[config.mk]
export PLATFORM = sky130hd
export DESIGN_NAME = board_glue_top
export DESIGN_NICKNAME = d
export VERILOG_FILES = /design/src/board_glue_pkg.sv /design/src/board_glue_top.sv /design/src/board_ctrl.sv /design/src/fan_pwm.sv /design/src/rtc_divider.sv /design/src/pad_mux.sv
export SDC_FILE = /design/constraint.sdc
export NUM_CORES = 1
export LEC_CHECK = 0
export BUFFER_PORTS_ARGS = -buffer_cell sky130_fd_sc_hd__buf_2
export CAP_MARGIN = 20
export CORE_AREA = 2 2 156 158
export CTS_CLUSTER_SIZE = 24
export DETAILED_ROUTE_END_ITERATION = 16
export DIE_AREA = 0 0 158 160
export PLACE_DENSITY_LB_ADDON = 0.12
export SLEW_MARGIN = 10
export SYNTH_ARGS = -nofsm -noshare
export SYNTH_HDL_FRONTEND = slang
export SYNTH_SLANG_ARGS = --single-unit
[constraint.sdc]
create_clock -name soc_clk -period 1.7 [get_ports soc_clk]
set_clock_uncertainty 0.2 [all_clocks]
set_input_delay 0.34 -clock soc_clk [delete_from_list [all_inputs] [get_ports soc_clk]]
set_output_delay 0.34 -clock soc_clk [all_outputs]
set_load 0.03 [all_outputs]
[src/board_glue_pkg.sv]
package board_glue_pkg;

  // Config register bus
  localparam int CFG_ADDR_W = 48;
  localparam int CFG_DATA_W = 32;
  localparam int NUM_CFG    = 3;
  localparam logic [CFG_DATA_W-1:0] CFG_ERR_VAL = 32'hBADCAB1E;

  // SoC reset hold after board reset release
  localparam int RESET_HOLD = 4;
  localparam int HOLD_CNT_W = $clog2(RESET_HOLD);

  // RTC square wave, period of 2 half periods
  localparam int RTC_HALF_PERIOD = 25;
  localparam int RTC_CNT_W       = $clog2(RTC_HALF_PERIOD);

  // Fan PWM, 2**FAN_SET_W slots per period
  localparam int FAN_SET_W    = 4;
  localparam int FAN_PRESCALE = 4;
  localparam int FAN_PRE_W    = $clog2(FAN_PRESCALE);

  // SPI host widths
  localparam int SPI_CS_N = 2;
  localparam int SPI_SD_N = 4;

  typedef struct packed {
    logic                  valid;
    logic                  write;
    logic [CFG_ADDR_W-1:0] addr;
    logic [CFG_DATA_W-1:0] wdata;
    logic [3:0]            wstrb;
  } cfg_req_t;

  typedef struct packed {
    logic                  ready;
    logic                  error;
    logic [CFG_DATA_W-1:0] rdata;
  } cfg_rsp_t;

  typedef struct packed {
    logic                sck;
    logic                sck_en;
    logic [SPI_CS_N-1:0] csb;
    logic [SPI_CS_N-1:0] csb_en;
    logic [SPI_SD_N-1:0] sd_o;
    logic [SPI_SD_N-1:0] sd_en;
  } spi_host_t;

  // SD card pins in SPI mode, cs drives DAT3
  typedef struct packed {
    logic sclk;
    logic cs;
    logic cmd;
  } sd_pins_t;

  typedef struct packed {
    logic sda_o;
    logic sda_en;
    logic scl_o;
    logic scl_en;
  } i2c_host_t;

  typedef struct packed {
    logic sda_o;
    logic sda_oe;
    logic scl_o;
    logic scl_oe;
  } i2c_pads_t;

endpackage
[src/board_glue_top.sv]
`timescale 1ns/1ps

module board_glue_top
  import board_glue_pkg::*;
(
  input  logic                 soc_clk,
  input  logic                 rst_n,
  input  logic                 testmode_i,

  // Unused config register ports of the SoC
  input  cfg_req_t             dram_cfg_req_i,
  input  cfg_req_t             fll_cfg_req_i,
  input  cfg_req_t             pad_cfg_req_i,
  output cfg_rsp_t             dram_cfg_rsp_o,
  output cfg_rsp_t             fll_cfg_rsp_o,
  output cfg_rsp_t             pad_cfg_rsp_o,

  output logic                 soc_rst_no,
  output logic                 rtc_o,

  input  logic [FAN_SET_W-1:0] fan_sw_i,
  output logic                 fan_pwm_o,

  // SD card over the SoC SPI host
  input  spi_host_t            spi_host_i,
  output logic [SPI_SD_N-1:0]  spi_sd_o,
  output sd_pins_t             sd_pins_o,
  input  logic                 sd_dat0_i,

  // I2C pad controls, tristate lives on the board
  input  i2c_host_t            i2c_host_i,
  output i2c_pads_t            i2c_pads_o,
  input  logic                 i2c_sda_i,
  input  logic                 i2c_scl_i,
  output logic                 i2c_sda_o,
  output logic                 i2c_scl_o
);

  logic     soc_rst_n;
  cfg_req_t cfg_req [NUM_CFG];
  cfg_rsp_t cfg_rsp [NUM_CFG];

  // Port order is dram, fll, pad
  assign cfg_req[0] = dram_cfg_req_i;
  assign cfg_req[1] = fll_cfg_req_i;
  assign cfg_req[2] = pad_cfg_req_i;

  assign dram_cfg_rsp_o = cfg_rsp[0];
  assign fll_cfg_rsp_o  = cfg_rsp[1];
  assign pad_cfg_rsp_o  = cfg_rsp[2];

  assign soc_rst_no = soc_rst_n;

  //////////////////////////////
  // Reset and config errors
  //////////////////////////////

  board_ctrl i_board_ctrl (
    .soc_clk    ( soc_clk    ),
    .rst_n      ( rst_n      ),
    .testmode_i ( testmode_i ),
    .cfg_req_i  ( cfg_req    ),
    .soc_rst_no ( soc_rst_n  ),
    .cfg_rsp_o  ( cfg_rsp    )
  );

  //////////////////////////////
  // Clocks and fan
  //////////////////////////////

  rtc_divider i_rtc_divider (
    .soc_clk ( soc_clk   ),
    .rst_n   ( soc_rst_n ),
    .rtc_o   ( rtc_o     )
  );

  fan_pwm i_fan_pwm (
    .soc_clk   ( soc_clk   ),
    .rst_n     ( soc_rst_n ),
    .setting_i ( fan_sw_i  ),
    .pwm_o     ( fan_pwm_o )
  );

  //////////////////////////////
  // Pads
  //////////////////////////////

  pad_mux i_pad_mux (
    .spi_i     ( spi_host_i ),
    .sd_dat0_i ( sd_dat0_i  ),
    .i2c_i     ( i2c_host_i ),
    .sda_pad_i ( i2c_sda_i  ),
    .scl_pad_i ( i2c_scl_i  ),
    .sd_o      ( sd_pins_o  ),
    .spi_sd_o  ( spi_sd_o   ),
    .i2c_o     ( i2c_pads_o ),
    .sda_o     ( i2c_sda_o  ),
    .scl_o     ( i2c_scl_o  )
  );

endmodule

[src/board_ctrl.sv]
`timescale 1ns/1ps

module board_ctrl
  import board_glue_pkg::*;
(
  input  logic     soc_clk,
  input  logic     rst_n,
  input  logic     testmode_i,
  input  cfg_req_t cfg_req_i [NUM_CFG],
  output logic     soc_rst_no,
  output cfg_rsp_t cfg_rsp_o [NUM_CFG]
);

  //////////////////////////////
  // Reset sequencer
  //////////////////////////////

  logic [HOLD_CNT_W-1:0] hold_cnt;
  logic                  soc_rst_q;

  // Release lands on the RESET_HOLD-th edge after rst_n rises
  always_ff @(posedge soc_clk or negedge rst_n) begin
    if (!rst_n) begin
      hold_cnt  <= '0;
      soc_rst_q <= 1'b0;
    end else if (hold_cnt == HOLD_CNT_W'(RESET_HOLD - 1)) begin
      soc_rst_q <= 1'b1;
    end else begin
      hold_cnt <= hold_cnt + 1'b1;
    end
  end

  // Test mode hands the board reset straight through
  assign soc_rst_no = testmode_i ? rst_n : soc_rst_q;

  //////////////////////////////
  // Config error responder
  //////////////////////////////

  // Each request completes in its own cycle, no back-pressure.
  // Reads and writes alike are refused, write data is dropped
  always_comb begin
    for (int i = 0; i < NUM_CFG; i++) begin
      cfg_rsp_o[i].ready = cfg_req_i[i].valid;
      cfg_rsp_o[i].error = cfg_req_i[i].valid;
      if (cfg_req_i[i].valid) begin
        cfg_rsp_o[i].rdata = CFG_ERR_VAL;
      end else begin
        cfg_rsp_o[i].rdata = '0;
      end
    end
  end

endmodule

[src/fan_pwm.sv]
`timescale 1ns/1ps

module fan_pwm
  import board_glue_pkg::*;
(
  input  logic                 soc_clk,
  input  logic                 rst_n,
  input  logic [FAN_SET_W-1:0] setting_i,
  output logic                 pwm_o
);

  logic [FAN_PRE_W-1:0] pre_cnt;
  logic [FAN_SET_W-1:0] slot_cnt;
  logic [FAN_SET_W-1:0] setting_q;
  logic                 slot_end;
  logic                 period_end;

  assign slot_end   = (pre_cnt == FAN_PRE_W'(FAN_PRESCALE - 1));
  assign period_end = slot_end && (slot_cnt == '1);

  // Prescaler, FAN_PRESCALE cycles per slot
  always_ff @(posedge soc_clk or negedge rst_n) begin
    if (!rst_n) begin
      pre_cnt <= '0;
    end else if (slot_end) begin
      pre_cnt <= '0;
    end else begin
      pre_cnt <= pre_cnt + 1'b1;
    end
  end

  // Slot index wraps on its own after the last slot
  always_ff @(posedge soc_clk or negedge rst_n) begin
    if (!rst_n) begin
      slot_cnt <= '0;
    end else if (slot_end) begin
      slot_cnt <= slot_cnt + 1'b1;
    end
  end

  // Setting only changes between periods, keeps the duty clean
  always_ff @(posedge soc_clk or negedge rst_n) begin
    if (!rst_n) begin
      setting_q <= '0;
    end else if (period_end) begin
      setting_q <= setting_i;
    end
  end

  // High for the first setting_q slots, zero means always off
  assign pwm_o = (slot_cnt < setting_q);

endmodule

[src/rtc_divider.sv]
`timescale 1ns/1ps

module rtc_divider
  import board_glue_pkg::*;
(
  input  logic soc_clk,
  input  logic rst_n,
  output logic rtc_o
);

  logic [RTC_CNT_W-1:0] half_cnt;
  logic                 rtc_q;
  logic                 half_wrap;

  assign half_wrap = (half_cnt == RTC_CNT_W'(RTC_HALF_PERIOD - 1));

  // Level flips once per half period
  always_ff @(posedge soc_clk or negedge rst_n) begin
    if (!rst_n) begin
      half_cnt <= '0;
      rtc_q    <= 1'b0;
    end else if (half_wrap) begin
      half_cnt <= '0;
      rtc_q    <= ~rtc_q;
    end else begin
      half_cnt <= half_cnt + 1'b1;
    end
  end

  assign rtc_o = rtc_q;

endmodule

[src/pad_mux.sv]
`timescale 1ns/1ps

module pad_mux
  import board_glue_pkg::*;
(
  input  spi_host_t           spi_i,
  input  logic                sd_dat0_i,
  input  i2c_host_t           i2c_i,
  input  logic                sda_pad_i,
  input  logic                scl_pad_i,
  output sd_pins_t            sd_o,
  output logic [SPI_SD_N-1:0] spi_sd_o,
  output i2c_pads_t           i2c_o,
  output logic                sda_o,
  output logic                scl_o
);

  //////////////////////////////
  // SPI to SD card
  //////////////////////////////

  // Idle level of every SD pin is high
  assign sd_o.sclk = spi_i.sck_en    ? spi_i.sck     : 1'b1;
  assign sd_o.cs   = spi_i.csb_en[0] ? spi_i.csb[0]  : 1'b1;
  assign sd_o.cmd  = spi_i.sd_en[0]  ? spi_i.sd_o[0] : 1'b1;

  // MISO arrives on DAT0, other SoC inputs held low
  always_comb begin
    spi_sd_o    = '0;
    spi_sd_o[1] = sd_dat0_i;
  end

  //////////////////////////////
  // I2C open drain
  //////////////////////////////

  assign i2c_o.sda_o  = i2c_i.sda_o;
  assign i2c_o.sda_oe = i2c_i.sda_en;
  assign i2c_o.scl_o  = i2c_i.scl_o;
  assign i2c_o.scl_oe = i2c_i.scl_en;

  // Pad levels back to the SoC
  assign sda_o = sda_pad_i;
  assign scl_o = scl_pad_i;

endmodule

==> results of run 1 <==
==> through the flow <==
step | TNS (ns) | hold WS [ns]
floorplan | -0.0159 | -0.156
global placement | -0.252 | -0.0533
detailed placement | -0.233 | -0.0544
CTS | -0.465 | 0.0278
global route | -0.444 | 0.0412
finish | -0.388 | 0.00633
==> per-layer routing <==
metal,routed length (µm),GRT usage (%),vias to the layer above,share of wire [%]
li1,-,-,358,-
met1,1010,2.26,328,43
met2,1090,2.65,35,46
met3,226,0.570,6,9.6
met4,37,1.31,0,1.6
met5,0,0,-,0
==> cell type report <==
class                           instances  area share (%)
Clock inverter                          1           0.430
Multi-Input combinational cell         89            34.0
Sequential cell                        19            27.2
Inverter                                6            1.29
Tap cell                              324            23.2
Clock buffer                            3            4.30
Timing Repair Buffer                   27            9.53
==> Yosys cell counts, drive strengths merged, types with 2 or more instances <==
master  instances
buf           112
dfrtp          19
ha              8
inv             6
mux2            7
nand2           3
nand2b          4
nand3           4
nand4           2
nor2            4
o21ai           3
xnor2           3
xor2            2
==> worst min-delay path: cells and delay by family <==
| family | cells | cell delay (ns) |
|---|---|---|
| buf+inv | 2 | 0.33 |
| mux | 1 | 0.16 |
==> registers in the layout, summed over array words and instances (netlist names) <==
register and cells:
i_board_ctrl.hold_cnt 2, i_fan_pwm.slot_cnt 4, i_rtc_divider.half_cnt 5, i_fan_pwm.pre_cnt 2, i_fan_pwm.setting_q 4, i_rtc_divider.rtc_o 1, i_board_ctrl.soc_rst_q 1
==> kinds of logic after synthesis <==
| group | share of synthesized area [%] |
|---|---|
| AND/OR/NAND/NOR | 7.64 |
| multiplexers | 4.54 |
| AO/OA/AOI/OAI | 2.16 |
| XOR/XNOR | 2.52 |
| other | 0.216 |
| adder cells (fa/ha/maj) | 5.77 |
| buffers and inverters | 49.7 |
| flip-flops | 27.4 |
==> path summary, 6_finish.rpt <==
check	start	to	slack, ns	depth (start not counted)
min in group soc_clk	fan_sw_i[1]	i_fan_pwm.setting_q[1]$_DFFE_PN0P_	0.11	2
worst max-delay path	i_fan_pwm.slot_cnt[1]$_DFFE_PN0N_	fan_pwm_o	-0.39	4
worst min register to register	i_board_ctrl.soc_rst_q$_DFFE_PN0N_	i_fan_pwm.setting_q[0]$_DFFE_PN0P_	0.18	2
worst min-delay path	testmode_i	i_fan_pwm.setting_q[0]$_DFFE_PN0P_	0.006	3
max in group asynchronous	i_board_ctrl.soc_rst_q$_DFFE_PN0N_	i_fan_pwm.slot_cnt[2]$_DFFE_PN0N_	0.93	2
worst max register to register	i_fan_pwm.slot_cnt[1]$_DFFE_PN0N_	i_fan_pwm.setting_q[3]$_DFFE_PN0P_	0.13	4
==> timing repair <==
action | in CTS | in global routing
resized for setup | 2 | 5
hold buffers | 1 | 0
hold endpoints to repair | 3 | 0
gates cloned | 0 | 0
buffers inserted | 0 | 2
pin swaps | 1 | 1
endpoints found under the setup margin | 1 | 1
==> placed cells by master, fill, tap and decap left out, drive strengths merged, types with 2 or more instances in the layout <==
cell type,count
buf,26
clkbuf,3
conb,42
dfrtp,19
ha,8
inv,6
mux2,7
nand2,3
nand2b,4
nand3,4
nand4,2
nor2,4
o21ai,3
xnor2,3
xor2,2
==> power by group through the flow <==
stage	logic [mW]	registers (mW)	clock network, mW
after floorplan	0.544	0.467	0
after CTS	0.200	0.459	0.529
after detailed placement	0.195	0.468	0
after global routing	0.224	0.460	0.551
final	0.207	0.459	0.507
after global placement	0.195	0.468	0
==> impl_summary.md, run 1 <==
STA
The total count of max-transition violations in the final report is 0. The setup-violating endpoint count in the final report is 1. Setup repair after global routing could not meet its margin everywhere.

The worst path uses 123% of the clock period. The final worst-path setup slack is -0.388 ns. After layout, the minimum clock period comes to 2.09 ns. The total count of hold-check failures in the final report is 0. The achievable frequency is between 400 and 500 MHz.

Yosys
The most used flip-flop cell after synthesis is sky130_fd_sc_hd__dfrtp_1. After technology mapping, the gate count stands at 185. The total standard cell area after synthesis is 1740 µm². After synthesis, the mean cell area works out to 9.38 µm². The post-synthesis cell type count is 23. The total number of yosys warnings is 0. The number of enable flip-flop cells after synthesis is 0.

The fraction of the yosys area taken by sequential cells is 27.4%. After synthesis, the cell types taking the most area are sky130_fd_sc_hd__buf_4 (48%), sky130_fd_sc_hd__dfrtp_1 (27%), sky130_fd_sc_hd__ha_1 (5.8%). The number of register bits inferred by synthesis is 19. The largest area contributor in the netlist is sky130_fd_sc_hd__buf_4. The fraction of registers with async set or reset after synthesis is 100%. The top cell type by area accounts for 48.4% of the synthesized area.

Final layout
The register area is 475 µm². The final standard cell utilization of the core is 7.33%. In the final layout, the share of cells above drive strength 1 is 27.6%. 0 antenna diodes ended up in the layout. The post-route standard cell area excluding fillers is 1750 µm². The area overhead of the layout relative to synthesis is 0.577%. Summing all multi-input logic gate instances after layout gives 593 µm². The count of filler cells inserted in the layout is 2806. The non-filler instance count after layout is between 400 and 500. The net count of the finished layout is 440.

GRT
Summed over all layers, the global routing overflow is 0. The initial antenna violation count came to 0. For this run, the total global-route usage over all layers was measured as under 10%. The first global-routing pass estimated 3580 µm of wire.

Entering global routing, the biggest net connects 22 pins. The number of global-route vias before repair is 693.

Floorplanning
The floorplan die height is 160 µm. The floorplan has 57 rows. The die outline area is between 20000 and 30000 µm². The region available for standard cell placement spans 23800 µm².

The initial core utilization is 7.29%. 404 I/O pins were placed. The x dimension of the die is 158 µm.

Worst setup path
STA classifies the critical path endpoint as a primary output. At the worst endpoint, the required time is between 1 and 1.5 ns. Data on the critical path arrives at its endpoint at approximately 1.6 ns. Walking the worst path, the cells encountered are ha_4, a2111oi_4, or3_4, buf_6. The top fanout value on the critical path is 2. The classification of the worst setup path is flip-flop to primary output.

Among cell families on the critical path, the largest total delay comes from flip-flops. For this design, the slowest cell found on the critical path is sky130_fd_sc_hd__dfrtp_1. The buffers plus inverters on the worst setup path is 1. The startpoint type of the worst setup path is a flip-flop.

The delay of the slowest cell on the worst path is 0.41 ns.

Placed design
The final weighted congestion in routability-driven placement is 0.595. At the placement stage, the worst setup path has a slack of -0.233 ns. Summed over all nets, the half-perimeter wirelength after detailed placement is 1850 µm. Counting tap cells, the placed design contains a total of 462 instances. Input and output buffers added on the ports amount to 18. In this run the cell area measured after placement is around 1600 µm².

Drt
The post-route DRC violation count is 0. The via-per-instance ratio is around 1.6. For this block, the initial DRC count from the detailed router was 13.

The final layout contains routed wiring with a total length of 2370 µm. The detail route stage leaves a number of antenna-violating nets equal to 0. The number of detailed-route iterations in the first pass is 4. The overall via count from detail_route is just over 700. The detail-routed net length per standard cell is a little over 5 µm.

Clock tree
The number of levels the H-tree was split into is 1. The clock sink total is 19. The CTS tree is yes. The cell chosen for the clock root is sky130_fd_sc_hd__clkbuf_16. The number of CTS-inserted buffers is 3.

In this run the deepest clock path goes through 2 buffers. At the later pin of the worst-skew pair, clock insertion delay measures 0.25 ns. After clock tree synthesis, the clock-pin slew on the worst setup and hold paths is ~0.060 ns.

Pwr
Combinational cells account for 17.7% of the total power. The reported leakage power is about 0.68 nW. The power density of the placed cells is around 670 nW/µm². Internal power comes to ~0.81 mW. The proportion of total power due to net switching is 30.6%.

The worst supply voltage drop on vdd is 0.292 mV. The clock network power share is 43.2%. In this run the power spent charging and discharging nets is 0.359 mW. The design draws 1.17 mW.

The proportion of power drawn by flip-flops and latches is just under 40%.

Run status
The run finished, with violations left. The final reports fail on negative setup slack.

Run
Max-cap violations in this run came to 0.

Hold path
In this run the worst hold path is classified as input port to async pin.
(Power assumes the default switching activity.)
==> inputs of run 2 (changes only) <==
- CAP_MARGIN: 20 -> unset
- REMOVE_ABC_BUFFERS: unset -> 1
==> impl_summary.md, run 2 (same netlist as run 1, synthesis figures left out) <==
GRT
The number of global-route vias before repair came to 733. The total overflow left after global routing is 0. The initial antenna violation count is 1. The first global-routing pass estimated 4220 µm of wire. For this run, the total global-route usage over all layers was measured as 2.30%. The largest net degree at the start of global routing is 22.

Floorplanning
The floorplan has 57 rows. The die outline area is 25300 µm². Once the floorplan was initialized, standard cells occupied 7.29% of the core.

In this run the standard cell core region covers 23800 µm². From left edge to right edge, the die measures 158 µm. Measured along the y axis, the die boundary spans 160 µm.

For this design the top-level I/O count stands at roughly 400.

STA
The worst path uses 123% of the clock period. Setup repair after global routing could not meet its margin everywhere. In the post-route analysis, the smallest setup slack over all paths is -0.395 ns. The total count of max-transition violations in the final report is 0.

Setup violations remaining at the end of the flow were counted as 1. The total count of hold-check failures in the final report is 0. The minimum clock period after layout is 2.10 ns. The achievable frequency is 477 MHz.

Clock tree
The tree built by TritonCTS fans out to 19 sinks. The largest buffer count on any clock path is 2. In this run the number of H-tree levels came out at 1. The clock input transition at the sequential cells of the worst setup and hold paths is approximately 0.060 ns. The clock network latency to the later pin of the worst-skew pair is 0.25 ns. TritonCTS created 3 clock buffers.

TritonCTS built the clock tree. The cell chosen for the clock root is sky130_fd_sc_hd__clkbuf_16.

Worst setup path
The endpoint of the worst register-to-register path is i_fan_pwm.setting_q[1]$_DFFE_PN0P_. At the worst endpoint, the required time is 1.16 ns. The buffers plus inverters on the worst setup path is 1. The start of the worst register-to-register path is i_fan_pwm.slot_cnt[1]$_DFFE_PN0N_. The cell depth of the worst flop-to-flop path is 4. The top fanout value on the critical path is 2. The endpoint arrival time on the critical path is 1.56 ns. The number of cells on the critical path is 4. The dominant delay contributor by cell family on the critical path is flip-flops. The critical path ends at fan_pwm_o. The critical path startpoint is i_fan_pwm.slot_cnt[1]$_DFFE_PN0N_.

In this run the register-to-register setup slack is ~0.12 ns. The largest individual stage delay along the critical path comes from the cell sky130_fd_sc_hd__dfrtp_1. The nature of the critical path endpoint is a primary output. Walking the worst path, the cells encountered are ha_4, a2111oi_4, or3_4, buf_6. The classification of the worst setup path is flip-flop to primary output. The startpoint type of the worst setup path is a flip-flop. The largest single stage delay on the critical path is 0.42 ns.

Final layout
Counting flops per register, the top entry is i_rtc_divider.half_cnt. The library cells used most frequently in the layout, excluding fill and tap cells, are sky130_fd_sc_hd__conb_1 (42), sky130_fd_sc_hd__dfrtp_1 (19), sky130_fd_sc_hd__buf_2 (16). The share of layout cells above drive strength 1 is 26.9%. The register with the most flip-flops in the layout has 5 of them. The most common cell after layout, fill and taps aside is sky130_fd_sc_hd__conb_1. The largest registers in the layout are i_rtc_divider.half_cnt (5), i_fan_pwm.setting_q (4), i_fan_pwm.slot_cnt (4). The non-filler instance count after layout is around 470. At the end of the flow, the number of nets in the layout was 440. The area overhead of the layout relative to synthesis is -0.144%. The count of filler cells inserted in the layout is 2811.

The area of the multi-input gates is about 580 µm². Registers take roughly 480 µm². 0 antenna diodes ended up in the layout.

Drt
The final route contains 771 vias. The via-per-instance ratio is between 1.5 and 2. The number of detailed-route iterations in the first pass is 3.

Dividing the detail-routed wire length by the instance count gives 6.10 µm. The final antenna-violating net count is 0. For this block, the routed nets add up to between 2000 and 3000 µm of wire.

The post-route DRC violation count is 0. In this run, the number of DRC markers left after iteration 0 of detailed routing was 11.

Pwr
The worst-case IR drop observed on VDD is roughly 0.31 mV. The design draws roughly 1.2 mW. The reported leakage power is roughly 0.68 nW. Dividing total power by cell area gives a power density of 669 nW/µm².

Placed design
The estimated wirelength of the detail-placed design is ~2400 µm. In this run, placement finished with an instance count of approximately 460. The final weighted congestion in routability-driven placement is between 0.6 and 0.7. The count of buffers inserted at the top-level ports is 18.

Run status
The run finished, with violations left. The final reports fail on negative setup slack.

Hold path
The path class of the tightest hold or removal check is input port to async pin.

Run
The number of maximum-capacitance violations is 0.
==> run 2: cell count changes in the layout (fill, tap and decap cells not counted) <==
cell                         delta
sky130_fd_sc_hd__clkinvlp_4     -1
sky130_fd_sc_hd__buf_4          +1
sky130_fd_sc_hd__ha_1           +1
sky130_fd_sc_hd__ha_4           -1
sky130_fd_sc_hd__buf_2          -1
sky130_fd_sc_hd__clkinv_2       +1
==> run 2: worst min-delay path: cells and delay by family <==
| kind | cells | cell delay [ns] |
|---|---|---|
| buf+inv | 2 | 0.35 |
| mux | 1 | 0.18 |
==> run 2: repair_timing <==
item                       CTS  global route
hold endpoints to repair     3             0
pin swaps                    1             2
buffers inserted             1             0
hold buffers                 1             0
setup endpoints to repair    1             2
gates cloned                 0             0
resized for setup            4             4
==> run 2: final cells by class <==
| type | instances | area share (%) |
|---|---|---|
| multi-input cells | 89 | 33.5 |
| flip-flops and latches | 19 | 27.4 |
| well taps | 324 | 23.4 |
| repair buffers | 27 | 9.75 |
| clock buffers | 3 | 4.33 |
| inverters | 6 | 1.30 |
| clock inverters | 1 | 0.289 |
==> run 2: through the flow <==
stage               util (%)  TNS, ns  hold WS [ns]  setup slack [ns]  cell area [µm²]
detailed placement      6.70   -0.200       -0.0526            -0.200             1600
CTS                     7.19   -0.400        0.0637            -0.400             1710
floorplan                  -  -0.0910        -0.156           -0.0910             1050
global route            7.27   -0.446        0.0821            -0.446             1730
finish                  7.27   -0.395        0.0521            -0.395             1730
global placement        6.70   -0.216       -0.0499            -0.216             1600
==> run 2: where the power goes <==
part | total [mW] | leakage (nW) | internal, mW | switching (mW)
Combinational | 0.207 | 0.438 | 0.0391 | 0.168
Clock | 0.493 | 0.0409 | 0.316 | 0.177
Sequential | 0.460 | 0.203 | 0.457 | 0.00264
Total | 1.16 | 0.681 | 0.812 | 0.348
==> run 2: worst min path at each step <==
| stage | from | to | slack, ns | cells past startpoint |
|---|---|---|---|---|
| 2_1_floorplan | rst_n | i_board_ctrl.hold_cnt[0]$_DFFE_PN0P_ | -0.16 | 0 |
| 3_3_place_gp | rst_n | i_board_ctrl.soc_rst_q$_DFFE_PN0N_ | -0.05 | 1 |
| 3_5_place_dp | rst_n | i_board_ctrl.soc_rst_q$_DFFE_PN0N_ | -0.05 | 1 |
| 4_1_cts | rst_n | i_fan_pwm.pre_cnt[0]$_DFF_PN0_ | 0.06 | 3 |
| 5_1_grt | rst_n | i_fan_pwm.pre_cnt[0]$_DFF_PN0_ | 0.08 | 3 |
| 6_report | rst_n | i_fan_pwm.pre_cnt[0]$_DFF_PN0_ | 0.05 | 3 |
==> run 2: routing by layer <==
metal / part of all wire (%) / vias up / global-route usage, %
met3: 13 / 21 / 1.63
met1: 34 / 339 / 2.19
met4: 9.9 / 2 / 2.50
met5: 0.45 / - / 0
li1: - / 349 / -
met2: 42 / 60 / 3.06
==> inputs of run 3 (changes only) <==
--- a/config.mk
+++ b/config.mk
@@ -14,3 +14,3 @@
 export REMOVE_ABC_BUFFERS = 1
-export SLEW_MARGIN = 10
+export SLEW_MARGIN = 0
 export SYNTH_ARGS = -nofsm -noshare
==> constraint.sdc (replaced) <==
create_clock -name soc_clk -period 1.7 [get_ports soc_clk]
set_clock_uncertainty 0.2 [all_clocks]
set_input_delay 0.085 -clock soc_clk [delete_from_list [all_inputs] [get_ports soc_clk]]
set_output_delay 0.085 -clock soc_clk [all_outputs]
set_load 0.03 [all_outputs]
==> impl_summary.md, run 3 (same netlist as run 1, synthesis figures left out) <==
Run
Across the run, the number of max-cap violations was 0.

Worst setup path
Among cell families on the critical path, the largest total delay comes from flip-flops. The startpoint type of the worst setup path is a flip-flop. The classification of the worst setup path is flip-flop to primary output.

The nature of the critical path endpoint is a primary output. Walking the worst path, the cells encountered are ha_4, a2111oi_4, or3_4, buf_6. Together, buffers and inverters on the worst path number 1.

At the worst endpoint, the required time is 1.41 ns. For the worst setup path, the data arrival time is roughly 1.6 ns. The delay of the slowest cell on the worst path is 0.41 ns. Of all nets on the critical path, the largest fanout is 2.

The cell at the slowest stage of the critical path is sky130_fd_sc_hd__dfrtp_1.

Pwr
Of the total power, the share spent switching nets is 37.3%. Of the total power, the clock network draws 37.4%. The worst-case IR drop observed on VDD is 0.248 mV. The proportion of power drawn by flip-flops and latches is about 34%.

For this design the ratio of total power to cell area is 706 nW/µm². The combinational share of power is between 20 and 30%. Summed over all cells, the static leakage comes to 0.757 nW. Power comes to roughly 1.4 mW.

The analysis attributes to net switching a power of 0.504 mW. The cell-internal power is 0.849 mW.

STA
Setup repair after global routing could not meet its margin everywhere. Setup violations remaining at the end of the flow were counted as 1. The total count of max-transition violations in the final report is 0.

Static timing analysis puts the maximum clock frequency at 543 MHz. After layout, the worst setup slack is -0.141 ns. The minimum clock period after layout is 1.84 ns. The total count of hold-check failures in the final report is 0. The setup TNS is -0.141 ns.

The fraction of the cycle the final worst path needs is 108%. The final hold slack is between 0.01 and 0.015 ns.

GRT
The wire length of the first global-routing pass is 4490 µm. Entering global routing, the biggest net connects 22 pins. The sum of overflow across all layers after global routing is 0. The number of global-route vias before repair was 783. In the global route stage, overall resource usage came out at 2.44%. The initial antenna violation count was 1.

Run status
The flow ran to the end, but the final reports show violations. The checks that failed: negative setup slack.

Clock tree
Counting every sink on the clock net gives 19. The clock input transition at the sequential cells of the worst setup and hold paths is 0.06 ns. Clock tree synthesis inserted a total of 3 buffers. The clock network latency to the later pin of the worst-skew pair is 0.25 ns. CTS placed an instance of sky130_fd_sc_hd__clkbuf_16 at the clock tree root. CTS built an H-tree with a depth of 1.

The clock passes through at most 2 buffers. The CTS tree is yes.

Floorplanning
In this run the vertical extent of the chip is about 160 µm. The floorplan step defined a die boundary enclosing roughly 25000 µm². The initial utilization of the core area, before any placement, comes to 7.29%.

The top-level I/O count is a little over 400. The core footprint is 23800 µm². The x dimension of the die is 158 µm. The floorplan has between 50 and 60 rows.

Drt
The initial detailed-routing violation count is 20. The final layout contains routed wiring with a total length of 3040 µm. Summing over every cut layer, the via total after detailed routing is around 850. Using the TritonRoute via totals, the vias-per-cell ratio works out to 1.76. The post-route DRC violation count is 0. The final antenna-violating net count is 0. The detail-routed net length per standard cell is 6.28 µm. The number of detailed-route iterations in the first pass is 4.

Final layout
Leaving out fill and tap cells, the most frequent cell in the layout is sky130_fd_sc_hd__conb_1. Excluding fillers, the count of instances in the completed layout stands at 484. The total number of nets in the final design is 455. The number of antenna repair diodes is 0. The register with the most flip-flops in the layout has 5 of them. More flip-flops sit in one register than any other, and that register is i_rtc_divider.half_cnt. The final standard cell utilization of the core is 8.05%.

The top cell types in the final layout, fill and taps aside, are sky130_fd_sc_hd__conb_1 (42), sky130_fd_sc_hd__dfrtp_1 (19), sky130_fd_sc_hd__buf_2 (17). The post-route standard cell area excluding fillers is roughly 1900 µm². From synthesis to final layout, the design area changed by 10.5%. The largest registers in the layout are i_rtc_divider.half_cnt (5), i_fan_pwm.setting_q (4), i_fan_pwm.slot_cnt (4). Cells with a size suffix above 1 make up around a quarter of the layout.

Hold path
The tightest min-delay check is of the input port to primary output type.

Placed design
The estimated wirelength of the detail-placed design is 2380 µm. The number of placed instances with taps included is approximately 460. During placement, the flow inserted port buffers numbering 18. The placed cell area is 1590 µm².

The final weighted congestion in routability-driven placement is roughly 0.60. The worst setup timing slack at the placement stage is between 0.04 and 0.05 ns.
-- run 3: changes by cell type in the layout (fill, tap and decap cells not counted), sizes merged --
cell         before  now
clkinv            1    0
buf              26   27
clkbuf            3    4
dlygate4sd3       1   15
-- run 3: timing repair --
| item | CTS | global route |
|---|---|---|
| hold buffers | 17 | 0 |
| cloned | 0 | 0 |
| buffers inserted | 1 | 0 |
| gates resized for setup | 2 | 3 |
| endpoints found under the setup margin | 1 | 1 |
| pin swaps | 1 | 1 |
| hold endpoints to repair | 73 | 0 |
-- run 3: worst register-to-register path, delay by kind of cell (launching register included) --
kind | cells | cell delay (ns)
fa+ha+maj | 1 | 0.22
buf+inv | 1 | 0.16
flops | 1 | 0.41
simple gates | 1 | 0.15
mux | 1 | 0.33
-- run 3: power by group through the flow --
stage          sequential [mW]  combinational [mW]  clock (mW)
2_1_floorplan            0.467               0.159           0
3_3_place_gp             0.468               0.193           0
3_5_place_dp             0.468               0.193           0
4_1_cts                  0.459               0.384       0.533
5_1_grt                  0.460               0.415       0.546
6_report                 0.459               0.388       0.506
-- run 3: worst paths after layout --
path	from	end	slack [ns]	depth (start not counted)
min in group asynchronous	i_board_ctrl.soc_rst_q$_DFFE_PN0N_	i_rtc_divider.rtc_o$_DFFE_PN0N_	0.19	2
min reg2reg	i_board_ctrl.soc_rst_q$_DFFE_PN0N_	i_rtc_divider.rtc_o$_DFFE_PN0N_	0.19	2
max	i_fan_pwm.slot_cnt[1]$_DFFE_PN0N_	fan_pwm_o	-0.14	4
max reg2reg	i_fan_pwm.slot_cnt[1]$_DFFE_PN0N_	i_fan_pwm.setting_q[3]$_DFFE_PN0P_	0.11	4
min	dram_cfg_req_i[85]	dram_cfg_rsp_o[18]	0.01	0
max in group asynchronous	rst_n	i_board_ctrl.hold_cnt[0]$_DFFE_PN0P_	0.62	3
-- run 3: cell type report --
cell class              count  area, µm²
multi-input cells          89        581
fillers                  2786      21900
repair buffers             42        354
well taps                 324        405
clock buffers               4       78.8
flip-flops and latches     19        475
inverters                   6       22.5
-- run 3: layer usage --
layer | up-vias | share of wire [%] | track usage [%]
met4 | 0 | 1.5 | 0.983
li1 | 379 | - | -
met2 | 71 | 48 | 3.97
met5 | - | 0 | 0
met1 | 399 | 40 | 2.78
met3 | 2 | 9.6 | 1.06
